--- config.mk ---
export PLATFORM = sky130hd
export DESIGN_NAME = regmap_slave
export DESIGN_NICKNAME = d
export VERILOG_FILES = /design/src/verilog/regmap_pkg.sv /design/src/verilog/chunk_receiver.sv /design/src/verilog/chunk_transmitter.sv /design/src/verilog/host_req_handler.sv /design/src/verilog/shared_regmap.sv /design/src/verilog/regmap_slave.sv
export SDC_FILE = /design/constraint.sdc
export NUM_CORES = 2
export LEC_CHECK = 0
export ABC_CLOCK_PERIOD_IN_PS = 7300
export CORE_AREA = 2 2 430 432
export DETAILED_ROUTE_END_ITERATION = 12
export DIE_AREA = 0 0 432 434
export DONT_BUFFER_PORTS = 1
export PLACE_DENSITY = 0.55
export SETUP_SLACK_MARGIN = 0.2
export SYNTH_ARGS = -nofsm -noshare
export SYNTH_HDL_FRONTEND = slang
export SYNTH_SLANG_ARGS = --single-unit
export TNS_END_PERCENT = 30
--- constraint.sdc ---
create_clock -name clk -period 7.3 [get_ports clk]
set_clock_uncertainty 0.05 [all_clocks]
set_input_delay 1.46 -clock clk [delete_from_list [all_inputs] [get_ports clk]]
set_output_delay 1.46 -clock clk [all_outputs]
set_load 0.01 [all_outputs]
--- src/verilog/regmap_pkg.sv ---
package regmap_pkg;

	localparam int reg_count = 16;

	typedef logic [3:0]  index_t;
	typedef logic [4:0]  host_addr_t; // one bit wider than index_t, so out-of-range addresses exist
	typedef logic [31:0] word_t;
	typedef logic [1:0]  resp_t;

	localparam resp_t resp_okay   = 2'b00;
	localparam resp_t resp_slverr = 2'b10;

	// register layout
	localparam index_t version_id       = 4'd0;
	localparam index_t size_id          = 4'd1;
	localparam index_t max_burst_id     = 4'd2;
	localparam index_t burst_size_id    = 4'd3;
	localparam index_t scale_id         = 4'd4;
	localparam index_t reserved_base_id = 4'd5;  // 5..7
	localparam index_t test_base_id     = 4'd8;
	localparam index_t test_end_id      = 4'd12; // exclusive
	localparam index_t ceiling_id       = 4'd15;

	// reset contents
	localparam word_t fw_version     = 32'h0001_0300;
	localparam word_t max_burst      = 32'd64;
	localparam word_t max_scale      = 32'd15;
	localparam word_t ceiling_value  = 32'hffff_fffe;
	localparam word_t reserved_value = 32'hffff_ffff;

	function automatic logic is_readonly(index_t i);
		return i == version_id || i == size_id || i == max_burst_id ||
			(i >= reserved_base_id && i < test_base_id) || i == ceiling_id;
	endfunction

	typedef struct packed {
		index_t index;
		word_t  data;
	} wr_req_t;

	typedef struct packed {
		index_t index;
	} rd_req_t;

endpackage

--- src/verilog/chunk_receiver.sv ---
`timescale 1ns/1ps

module chunk_receiver #(
	parameter type payload_t = logic [7:0],
	parameter int  BEAT_W    = 8
) (
	input  logic              clk,
	input  logic              rst,
	input  logic              in_valid,
	input  logic [BEAT_W-1:0] in_beat,
	output logic              in_ready,
	output logic              full,
	output payload_t          payload,
	input  logic              take
);

	localparam int PW     = $bits(payload_t);
	localparam int NBEATS = (PW + BEAT_W - 1) / BEAT_W;
	localparam int SH_W   = NBEATS * BEAT_W;
	localparam int CNT_W  = $clog2(NBEATS + 1);

	logic [SH_W-1:0]  shreg;
	logic [CNT_W-1:0] cnt;
	logic             beat_in;

	assign in_ready = ~full; // back-pressure while a word waits
	assign beat_in  = in_valid & in_ready;
	assign payload  = payload_t'(shreg[PW-1:0]);

	always_ff @(posedge clk) begin
		if (rst) begin
			full <= 1'b0;
			cnt  <= '0;
		end else if (take) begin
			full <= 1'b0;
		end else if (beat_in) begin
			if (cnt == CNT_W'(NBEATS - 1)) begin
				full <= 1'b1;
				cnt  <= '0;
			end else begin
				cnt <= cnt + 1'b1;
			end
		end
	end

	// new beats enter at the top, so the first one ends up in the lsbs
	always_ff @(posedge clk) begin
		if (beat_in)
			shreg <= (shreg >> BEAT_W) | (SH_W'(in_beat) << (SH_W - BEAT_W));
	end

	take_when_full: assert property (@(posedge clk) disable iff (rst) take |-> full)
		else $error("take asserted while receiver is not full");

endmodule

--- src/verilog/chunk_transmitter.sv ---
`timescale 1ns/1ps

module chunk_transmitter #(
	parameter type payload_t = logic [7:0],
	parameter int  BEAT_W    = 8
) (
	input  logic              clk,
	input  logic              rst,
	input  logic              load,
	input  payload_t          payload,
	output logic              idle,
	output logic              out_valid,
	output logic [BEAT_W-1:0] out_beat,
	input  logic              out_ready
);

	localparam int PW     = $bits(payload_t);
	localparam int NBEATS = (PW + BEAT_W - 1) / BEAT_W;
	localparam int SH_W   = NBEATS * BEAT_W;
	localparam int CNT_W  = $clog2(NBEATS + 1);

	logic [SH_W-1:0]  shreg;
	logic [CNT_W-1:0] cnt;
	logic             busy;
	logic             start;
	logic             beat_out;

	assign idle      = ~busy;
	assign out_valid = busy;
	assign out_beat  = shreg[BEAT_W-1:0]; // lsbs leave first
	assign start     = load & ~busy;
	assign beat_out  = busy & out_ready;

	always_ff @(posedge clk) begin
		if (rst) begin
			busy <= 1'b0;
			cnt  <= '0;
		end else if (start) begin
			busy <= 1'b1;
			cnt  <= '0;
		end else if (beat_out) begin
			if (cnt == CNT_W'(NBEATS - 1))
				busy <= 1'b0;
			cnt <= cnt + 1'b1;
		end
	end

	always_ff @(posedge clk) begin
		if (start)
			shreg <= SH_W'(payload);
		else if (beat_out)
			shreg <= shreg >> BEAT_W; // holds still while stalled
	end

	load_when_idle: assert property (@(posedge clk) disable iff (rst) load |-> idle)
		else $error("load asserted while transmitter is busy");

endmodule

--- src/verilog/host_req_handler.sv ---
`timescale 1ns/1ps

module host_req_handler (
	input  logic                   clk,
	input  logic                   rst,
	input  logic                   waddr_full,
	input  logic                   wdata_full,
	input  logic                   raddr_full,
	input  regmap_pkg::host_addr_t waddr,
	input  regmap_pkg::word_t      wdata,
	input  regmap_pkg::host_addr_t raddr,
	output logic                   waddr_take,
	output logic                   wdata_take,
	output logic                   raddr_take,
	output logic                   wr_start,
	output regmap_pkg::wr_req_t    wr_req,
	input  logic                   wr_done,
	input  regmap_pkg::resp_t      wr_resp,
	output logic                   rd_start,
	output regmap_pkg::rd_req_t    rd_req,
	input  logic                   rd_done,
	input  regmap_pkg::word_t      rd_word,
	output logic                   resp_load,
	output logic                   rdata_load,
	input  logic                   resp_idle,
	input  logic                   rdata_idle,
	output regmap_pkg::resp_t      resp_out,
	output regmap_pkg::word_t      rdata_out
);
	import regmap_pkg::*;

	typedef enum logic {st_idle, st_wait_done} state_t;

	state_t wr_state;
	state_t rd_state;

	// anything past the map lands on the ceiling register
	function automatic index_t clamp_addr(host_addr_t a);
		if (a > host_addr_t'(ceiling_id))
			return ceiling_id;
		return index_t'(a);
	endfunction

	// write side, request stays on the receivers until taken
	assign wr_start     = (wr_state == st_idle) & waddr_full & wdata_full & resp_idle;
	assign wr_req.index = clamp_addr(waddr);
	assign wr_req.data  = wdata;
	assign waddr_take   = (wr_state == st_wait_done) & wr_done;
	assign wdata_take   = waddr_take;
	assign resp_load    = waddr_take;
	assign resp_out     = wr_resp;

	always_ff @(posedge clk) begin
		if (rst) begin
			wr_state <= st_idle;
		end else if (wr_start) begin
			wr_state <= st_wait_done;
		end else if (waddr_take) begin
			wr_state <= st_idle;
		end
	end

	// read side runs independently
	assign rd_start     = (rd_state == st_idle) & raddr_full & rdata_idle;
	assign rd_req.index = clamp_addr(raddr);
	assign raddr_take   = (rd_state == st_wait_done) & rd_done;
	assign rdata_load   = raddr_take;
	assign rdata_out    = rd_word;

	always_ff @(posedge clk) begin
		if (rst) begin
			rd_state <= st_idle;
		end else if (rd_start) begin
			rd_state <= st_wait_done;
		end else if (raddr_take) begin
			rd_state <= st_idle;
		end
	end

endmodule

--- src/verilog/shared_regmap.sv ---
`timescale 1ns/1ps

module shared_regmap (
	input  logic                                          clk,
	input  logic                                          rst,
	input  logic                                          wr_start,
	input  regmap_pkg::wr_req_t                           wr_req,
	output logic                                          wr_done,
	output regmap_pkg::resp_t                             wr_resp,
	input  logic                                          rd_start,
	input  regmap_pkg::rd_req_t                           rd_req,
	output logic                                          rd_done,
	output regmap_pkg::word_t                             rd_word,
	input  logic [regmap_pkg::reg_count-1:0]              rtl_write_req,
	input  logic [regmap_pkg::reg_count-1:0]              rtl_read_req,
	input  regmap_pkg::word_t [regmap_pkg::reg_count-1:0] rtl_wdata,
	input  logic                                          clr_rd,
	output regmap_pkg::word_t [regmap_pkg::reg_count-1:0] rtl_rdata,
	output logic [regmap_pkg::reg_count-1:0]              fresh
);
	import regmap_pkg::*;

	word_t                 regs [reg_count];
	word_t [reg_count-1:0] host_wd;
	logic [reg_count-1:0]  ro_mask;
	logic [reg_count-1:0]  rtl_we;
	logic [reg_count-1:0]  host_we;
	logic [reg_count-1:0]  host_rd;
	wr_req_t               wr_hold;
	rd_req_t               rd_hold;
	logic                  wr_pend, rd_pend;
	logic                  wr_grant, rd_grant;

	function automatic word_t reset_word(index_t i);
		if (i == version_id)
			return fw_version;
		if (i == size_id)
			return word_t'(reg_count);
		if (i == max_burst_id)
			return max_burst;
		if (i == ceiling_id)
			return ceiling_value;
		if (i >= reserved_base_id && i < test_base_id)
			return reserved_value;
		return '0;
	endfunction

	always_comb begin
		for (int i = 0; i < reg_count; i++)
			ro_mask[i] = is_readonly(index_t'(i));
	end

	assign rtl_we = rtl_write_req & ~ro_mask; // on-chip side can't touch read-only regs

	// host waits until nothing on-chip targets its index
	assign wr_grant = wr_pend & ~rtl_we[wr_hold.index] & ~rtl_read_req[wr_hold.index];
	assign rd_grant = rd_pend & ~rtl_we[rd_hold.index] & ~rtl_read_req[rd_hold.index];

	// host write rules, decoded per register
	always_comb begin
		host_we = '0;
		host_rd = '0;
		for (int i = 0; i < reg_count; i++)
			host_wd[i] = wr_hold.data;
		if (wr_grant && !ro_mask[wr_hold.index]) begin
			host_we[wr_hold.index] = 1'b1;
			if (wr_hold.index >= test_base_id && wr_hold.index < test_end_id) begin
				host_wd[wr_hold.index] = wr_hold.data - 32'd10;
				if (wr_hold.index != test_end_id - 1'b1) begin
					host_we[index_t'(wr_hold.index + 1'b1)] = 1'b1;
					host_wd[index_t'(wr_hold.index + 1'b1)] = wr_hold.data + 32'd10;
				end
			end else if (wr_hold.index == burst_size_id && wr_hold.data > max_burst) begin
				host_wd[wr_hold.index] = max_burst;
			end else if (wr_hold.index == scale_id && wr_hold.data > max_scale) begin
				host_wd[wr_hold.index] = max_scale;
			end
		end
		if (rd_grant)
			host_rd[rd_hold.index] = 1'b1;
	end

	always_ff @(posedge clk) begin
		if (rst) begin
			fresh     <= '0;
			rtl_rdata <= '0;
			for (int i = 0; i < reg_count; i++)
				regs[i] <= reset_word(index_t'(i));
		end else begin
			for (int i = 0; i < reg_count; i++) begin
				if (rtl_we[i]) begin // on-chip write wins
					regs[i]  <= rtl_wdata[i];
					fresh[i] <= 1'b1;
				end else if (host_we[i]) begin
					regs[i]  <= host_wd[i];
					fresh[i] <= 1'b1;
				end else if (rtl_read_req[i] || host_rd[i]) begin
					fresh[i] <= 1'b0;
				end
				if (clr_rd)
					rtl_rdata[i] <= '0;
				else if (rtl_read_req[i])
					rtl_rdata[i] <= regs[i];
			end
		end
	end

	always_ff @(posedge clk) begin
		if (rst) begin
			wr_pend <= 1'b0;
			rd_pend <= 1'b0;
			wr_done <= 1'b0;
			rd_done <= 1'b0;
		end else begin
			wr_done <= wr_grant;
			rd_done <= rd_grant;
			if (wr_start)
				wr_pend <= 1'b1;
			else if (wr_grant)
				wr_pend <= 1'b0;
			if (rd_start)
				rd_pend <= 1'b1;
			else if (rd_grant)
				rd_pend <= 1'b0;
		end
	end

	always_ff @(posedge clk) begin
		if (wr_start)
			wr_hold <= wr_req;
		if (rd_start)
			rd_hold <= rd_req;
		if (wr_grant)
			wr_resp <= ro_mask[wr_hold.index] ? resp_slverr : resp_okay;
		if (rd_grant)
			rd_word <= regs[rd_hold.index];
	end

	one_write_in_flight: assert property (@(posedge clk) disable iff (rst) wr_start |-> !wr_pend)
		else $error("new host write while one is pending");

	// read-only regs never become fresh
	ro_never_fresh: assert property (@(posedge clk) disable iff (rst) (fresh & ro_mask) == '0)
		else $error("fresh bit set on a read-only register");

endmodule

--- src/verilog/regmap_slave.sv ---
`timescale 1ns/1ps

module regmap_slave #(
	parameter int BEAT_W      = 8,
	parameter int ADDR_BEAT_W = 1
) (
	input  logic                                          clk,
	input  logic                                          rst,
	input  logic                                          waddr_valid,
	input  logic [ADDR_BEAT_W-1:0]                        waddr_beat,
	output logic                                          waddr_ready,
	input  logic                                          wdata_valid,
	input  logic [BEAT_W-1:0]                             wdata_beat,
	output logic                                          wdata_ready,
	input  logic                                          raddr_valid,
	input  logic [ADDR_BEAT_W-1:0]                        raddr_beat,
	output logic                                          raddr_ready,
	output logic                                          rdata_valid,
	output logic [BEAT_W-1:0]                             rdata_beat,
	input  logic                                          rdata_ready,
	output logic                                          resp_valid,
	output logic [ADDR_BEAT_W-1:0]                        resp_beat,
	input  logic                                          resp_ready,
	input  logic [regmap_pkg::reg_count-1:0]              rtl_write_req,
	input  logic [regmap_pkg::reg_count-1:0]              rtl_read_req,
	input  regmap_pkg::word_t [regmap_pkg::reg_count-1:0] rtl_wdata,
	input  logic                                          clr_rd,
	output regmap_pkg::word_t [regmap_pkg::reg_count-1:0] rtl_rdata,
	output logic [regmap_pkg::reg_count-1:0]              fresh
);
	import regmap_pkg::*;

	host_addr_t waddr, raddr;
	word_t      wdata, rd_word, rdata_out;
	logic       waddr_full, wdata_full, raddr_full;
	logic       waddr_take, wdata_take, raddr_take;
	logic       wr_start, wr_done, rd_start, rd_done;
	wr_req_t    wr_req;
	rd_req_t    rd_req;
	resp_t      wr_resp, resp_out;
	logic       resp_load, rdata_load, resp_idle, rdata_idle;

	chunk_receiver #(.payload_t(host_addr_t), .BEAT_W(ADDR_BEAT_W)) u_waddr_rx (
		.clk(clk), .rst(rst),
		.in_valid(waddr_valid), .in_beat(waddr_beat), .in_ready(waddr_ready),
		.full(waddr_full), .payload(waddr), .take(waddr_take)
	);

	chunk_receiver #(.payload_t(word_t), .BEAT_W(BEAT_W)) u_wdata_rx (
		.clk(clk), .rst(rst),
		.in_valid(wdata_valid), .in_beat(wdata_beat), .in_ready(wdata_ready),
		.full(wdata_full), .payload(wdata), .take(wdata_take)
	);

	chunk_receiver #(.payload_t(host_addr_t), .BEAT_W(ADDR_BEAT_W)) u_raddr_rx (
		.clk(clk), .rst(rst),
		.in_valid(raddr_valid), .in_beat(raddr_beat), .in_ready(raddr_ready),
		.full(raddr_full), .payload(raddr), .take(raddr_take)
	);

	chunk_transmitter #(.payload_t(word_t), .BEAT_W(BEAT_W)) u_rdata_tx (
		.clk(clk), .rst(rst),
		.load(rdata_load), .payload(rdata_out), .idle(rdata_idle),
		.out_valid(rdata_valid), .out_beat(rdata_beat), .out_ready(rdata_ready)
	);

	// response codes go out on the narrow channel width
	chunk_transmitter #(.payload_t(resp_t), .BEAT_W(ADDR_BEAT_W)) u_resp_tx (
		.clk(clk), .rst(rst),
		.load(resp_load), .payload(resp_out), .idle(resp_idle),
		.out_valid(resp_valid), .out_beat(resp_beat), .out_ready(resp_ready)
	);

	host_req_handler u_handler (
		.clk(clk), .rst(rst),
		.waddr_full(waddr_full), .wdata_full(wdata_full), .raddr_full(raddr_full),
		.waddr(waddr), .wdata(wdata), .raddr(raddr),
		.waddr_take(waddr_take), .wdata_take(wdata_take), .raddr_take(raddr_take),
		.wr_start(wr_start), .wr_req(wr_req), .wr_done(wr_done), .wr_resp(wr_resp),
		.rd_start(rd_start), .rd_req(rd_req), .rd_done(rd_done), .rd_word(rd_word),
		.resp_load(resp_load), .rdata_load(rdata_load),
		.resp_idle(resp_idle), .rdata_idle(rdata_idle),
		.resp_out(resp_out), .rdata_out(rdata_out)
	);

	shared_regmap u_map (
		.clk(clk), .rst(rst),
		.wr_start(wr_start), .wr_req(wr_req), .wr_done(wr_done), .wr_resp(wr_resp),
		.rd_start(rd_start), .rd_req(rd_req), .rd_done(rd_done), .rd_word(rd_word),
		.rtl_write_req(rtl_write_req), .rtl_read_req(rtl_read_req),
		.rtl_wdata(rtl_wdata), .clr_rd(clr_rd),
		.rtl_rdata(rtl_rdata), .fresh(fresh)
	);

endmodule

* Yosys cells after proc, flatten, opt, wreduce, memory -nomap -nowiden
Memory sizes are Yosys's and may differ from the RTL's. A register that Yosys moved wholly into a read port is not among the register bits.
Cells that the tools add are included.
** Word-level totals
- Register bits :: 159
- RAM bits :: 512
- ROM bits :: 16
- Word-level logic and storage cells :: 420
- Memories :: 2
** Memories
- u_map.regs :: words 16, bits a word 32, read ports 17, clocked after memory_dff 17, wr ports 16, RTL line shared_regmap.sv:23 : word_t regs [reg_count];
- (no name shown) :: words 16, bits a word 1, read ports 1, clocked after memory_dff 1, wr ports 0, RTL line shared_regmap.sv:65 : if (wr_grant && !ro_mask[wr_hold.index]) begin
** Operators by class
- Add/sub/neg operators :: 8
- Magnitude comparators :: 12
- Equal/unequal tests :: 8
- Mux-type cells :: 222
- Bitwise gates (word level) :: 66
- Reductions and logical operators :: 61
** Operators with widths (number)
- 512-bit two-way mux :: 5
- 32-bit two-way mux :: 36
- 512-bit bitwise mux :: 2
- 496-bit bitwise AND :: 1
- 496-bit NOT :: 1
- 448-bit bitwise AND :: 1
- 448-bit NOT :: 1
- 32-bit demux with 4-bit select :: 2
- 1-bit two-way mux :: 152
- 16-bit two-way mux :: 4
- 64-bit bitwise OR :: 1
- 32-bit by 4-bit adder with 32-bit output, second input constant :: 1
- 32-bit by 4-bit > comparator with 1-bit output, second input constant :: 1
- 32-bit by 7-bit > comparator with 1-bit output, second input constant :: 1
- 16-bit bitwise OR :: 2
- 24-bit by 32-bit bitwise OR with 32-bit output :: 1
- 32-bit by 4-bit subtractor with 32-bit output, second input constant :: 1
- 2-bit nonzero test :: 15
- 3-bit nonzero test :: 9
- 1-bit bitwise OR :: 25
- 4-bit two-way mux :: 5
- 1-bit bitwise AND :: 18
- 17-bit two-way mux :: 1
- 1-bit binary-select mux with 4-bit select :: 4
- other kinds (26) :: 87

* Logic depth before layout (Yosys ltp)
- Word-level depth :: 14
- Mapped depth :: 11
- Gate-level depth less buffers :: 8

* Hierarchy
From an unflattened synthesis, not the netlist that was laid out.
** Unflattened totals
- Cells, all modules :: 4720
- Area total of the unflattened synthesis :: 54955.2 um2
** By module, submodules not included
- shared_regmap :: times used 1, cells an instance 4402, area an instance 50433.4 um2, seq. area each 28237.1 um2
- chunk_transmitter (u_rdata_tx) :: times used 1, cells an instance 100, area an instance 1687.9 um2, seq. area each 1041.0 um2
- chunk_receiver (u_wdata_rx) :: times used 1, cells an instance 50, area an instance 1147.4 um2, seq. area each 1041.0 um2
- chunk_receiver (u_raddr_rx ...) :: times used 2, cells an instance 28, area an instance 367.9 um2, seq. area each 230.2 um2
- host_req_handler :: times used 1, cells an instance 89, area an instance 699.4 um2, seq. area each 40.0 um2
- chunk_transmitter (u_resp_tx) :: times used 1, cells an instance 23, area an instance 251.5 um2, seq. area each 120.1 um2

* Worst setup path before layout
Ideal clock, no wire load.
- Path type :: input to register
- Start point :: input rtl_read_req[3] in the netlist's numbering
- End point :: memory u_map.regs[0][0] in the netlist's numbering, enable pin
- Setup time :: 466 ps
- Arrival :: 5303 ps
- Setup slack :: 1482 ps
- Stages :: 9
- Path through :: buf_2 > o211a_1 > o41ai_2 > o221a_2 > buf_4 > nand3_4 > buf_6 > clkbuf_1 > o21ai_0
** RTL lines
- start: declaration :: RTL line regmap_slave.sv:25 : input logic [regmap_pkg::reg_count-1:0] rtl_read_req,
- end: declaration :: RTL line shared_regmap.sv:23

==> summary.md <==
| Metric | Value |
|---|---|
| Status | `completed` |
| Remaining global-route overflow | `0` |
| Reg clk slew, reported paths | `about 70 ps` |
| I/O pins | `about 1.1k` |
| CP delay by family, top | `simple AND/OR/NAND/NOR gates` |
| CTS tree | `built` |
| Fin crit period | `roughly 5300 ps` |
| Tightest Hold Check Type | `flop to flop` |
| Global-route wire length before repair | `around 340000 um` |
| Detailed Route WL | `around 260000 um` |
| Most frequent cells in the layout | `661 x edfxtp_1, 659 x nor2_1, 554 x dfxtp_1, 528 x mux2i_1, 335 x nand2_1` |
| Slew margin rel. | `slightly below 9%` |
| Syn Inst Count | `roughly 4.5k` |
| Setup TNS | `0 ps` |
| Register area | `between 0.03 and 0.04 mm^2` |
| Site Rows | `157` |
| Area growth from synthesis to layout | `13.5%` |
| Number of flops mapped to enable cells by yosys | `approximately 660` |
| #FFs+latches synth | `around 1.2k` |
| Final Wtd Congestion | `a little over 0.9` |
| Top cells by area, synth | `edfxtp_1 37%, dfxtp_1 21%, mux2i_1 9.9%` |
| Yosys top cell area share | `37.1%` |
| Skew-Pair Late Insertion Delay | `between 800 and 900 ps` |
| Yosys top cell by area | `edfxtp_1` |
| Post-synthesis sequential area ratio | `between 50% and 60%` |
| Vias per inst | `roughly 5.6` |
| Final Util | `between 30% and 40%` |
| Hold_buf cts | `0` |
| Vias in the first global route | `36.4k` |
| Largest net degree at the start of global routing | `154` |
| CTS sink cnt | `between 1k and 1.5k` |
| Flop2flop setup slack | `2040 ps` |
| Final WS setup | `roughly 2000 ps` |
| DP Cell Count | `~6.6k` |
| Fill count | `around 18k` |
| MaxCap Viol Count | `0` |
| Crit Path Class | `flop to flop` |
| Asr flop ratio synth | `0%` |
| Post-CTS sizing | `0` |
| Yosys cell types | `84` |
| Leak | `22.0 nW` |
| Fin cells | `6950` |
| Unrepaired setup endpoints after global routing | `no` |
| CP max stage cell | `nor2_1` |
| Horiz. Die Dim | `approximately 430 um` |
| Nets | `4979` |
| Synth Flop Type | `edfxtp_1` |
| Most used cell, CP | `o21ai_0` |
| Routed via count | `~39k` |
| Core box area | `between 0.15 and 0.2 mm^2` |
| ANT nets after route | `0` |
| Final Hold Viols | `0` |
| Routed len/inst | `38.0 um` |
| Critical Path AT | `roughly 5800 ps` |
| DR DRC count | `0` |
| F_max | `approximately 0.19 GHz` |
| Hold WS | `around 350 ps` |
| Number of buffers created by CTS | `145` |
| DRT Pass-1 Iters | `8` |
| Die Footprint | `0.187 mm^2` |
| Pins over their slew limit | `0` |
| DP Wirelength | `about 190000 um` |
| Die H | `between 400 and 500 um` |
| Initial antenna violation count | `about 110` |
| Data required, critical path | `approximately 7800 ps` |
| Syn Area/Cell | `~12 um^2` |
| Worst slew pin tran | `about 1300 ps` |
| Port buffer count | `0` |
| CP Capture Type | `flop` |
| Footprint of the multi-input gates | `approximately 0.021 mm^2` |
| Max IR drop VDD | `around 0.00016 V` |
| Commonest non-fill, non-tap cell in the layout | `edfxtp_1` |
| H-tree depth | `4` |
| Clock Tree Root | `clkbuf_16` |
| Share of cells above drive strength 1 | `13.4%` |
| Buffer and inverter count on the worst path | `2` |
| Post-Syn Area | `around 0.054 mm^2` |
| Global Route Usage Sum | `a little over a quarter` |
| Final Cycle Share | `between 70 and 80%` |
| Crit start category | `flop` |
| Initial Util | `around 29%` |
| Final setup fails | `0` |
| Clock Tree Buf Depth | `3` |
| Worst Path Max Fanout | `52` |
| Dpl ws | `2280 ps` |
| Warnings, synthesis | `0` |
| Cell chain of the critical path | `buf_4 -> nand2_1 -> nor2_1 -> inv_1 -> o32a_1 -> o21ai_0 -> o21ai_0 -> a22o_1` |
| Post-CTS setup buffers | `0` |
| Initial DRC Count | `approximately 4.7k` |
| Syn_nets | `5125` |
| Pwr Density | `261 mW/mm^2` |
| Slowest cell delay on critical path | `between 1000 and 1500 ps` |
## routing by layer
metal,routed length (um),vias up,GRT usage [%]
met5,512,-,0
met4,16600,76,15.4
met3,28100,603,9.80
met2,122000,2281,43.3
met1,96500,19700,31.8
li1,-,16200,-
## state kept, by name (all words and copies together) (netlist names), 2 cells and up, named ones only
signal and count:
u_wdata_rx.payload 32, u_waddr_rx.payload 5, u_map.rtl_rdata 512, u_map.fresh 16, u_waddr_rx.cnt 3, u_map.regs 512, u_map.rd_word 32, u_wdata_rx.cnt 3
u_raddr_rx.payload 5, u_resp_tx.shreg 2, u_raddr_rx.cnt 3, u_rdata_tx.shreg 32, u_resp_tx.cnt 2, u_map.rd_hold 4, u_rdata_tx.cnt 3, u_map.wr_hold 36
## logic make-up after synthesis
logic type | after synthesis | synth area share [%]
AO/OA/AOI/OAI | 467 | 5.76
multiplexers | 720 | 17.4
flip-flops | 1215 | 57.8
AND/OR/NAND/NOR | 1584 | 13.8
buffers and inverters | 448 | 3.43
adder cells (fa/ha/maj) | 23 | 0.538
XOR/XNOR | 83 | 1.36
## per-stage QoR
stage / cell area [um^2] / total power, W
after floorplan: 53500 / 0.00833
after global placement: 55900 / 0.00869
after detailed placement: 55900 / 0.00871
after CTS: 60700 / 0.0160
after global routing: 60700 / 0.0163
final: 60800 / 0.0159
## worst reg2reg max path: stages (launching register included)
cell	delay [ps]
edfxtp_1	620
buf_4	630
nand2_1	740
nor2_1	1240
inv_1	760
o32a_1	350
o21ai_0	160
o21ai_0	210
a22o_1	240
## final timing paths
path	end	cells after the start	startpoint
setup / recovery	u_map.regs[9][14]$_DFFE_PP_	8	u_map.wr_hold[32]$_SDFFCE_PP1P_
hold / removal	u_map.wr_hold[4]$_DFFE_PP_	0	u_wdata_rx.payload[4]$_DFFE_PP_
hold reg to reg	u_map.wr_hold[4]$_DFFE_PP_	0	u_wdata_rx.payload[4]$_DFFE_PP_
setup reg to reg	u_map.regs[9][14]$_DFFE_PP_	8	u_map.wr_hold[32]$_SDFFCE_PP1P_
## cells in the mapped netlist, types with 22 or more instances
master and instances:
buf_2 62, buf_1 28, nand4_1 34, or2_2 41, nor2_1 661, and3_1 48
a22oi_1 22, nor3_1 42, nand3_1 135, xnor2_1 52, dfxtp_1 554, nand2b_1 70
and2_1 97, ha_1 23, edfxtp_1 661, inv_1 52, mux4_2 165, nand2_1 343
o211ai_1 31, clkbuf_1 281, a221oi_1 28, o21ai_0 150, mux2_2 27, xor2_1 31
a21oi_1 70, mux2i_1 528, nor2b_1 24
## layout make-up
cell class                      instances  area share [%]
Timing Repair Buffer                   97            1.24
Sequential cell                      1215            50.9
Tap cell                             2385            4.91
Inverter                               58           0.371
Clock buffer                          206            6.58
Clock inverter                         63            1.30
Multi-Input combinational cell       2877            34.5
Antenna cell                           49           0.202
## power by group
group / total [W] / switching, W / internal [W] / leakage [nW]
registers: 0.00784 / 0.000336 / 0.00750 / 10.9
clock network: 0.00729 / 0.00321 / 0.00408 / 2.28
logic: 0.000722 / 0.000430 / 0.000292 / 8.80
Note: power is estimated with default switching activity, not from simulation.
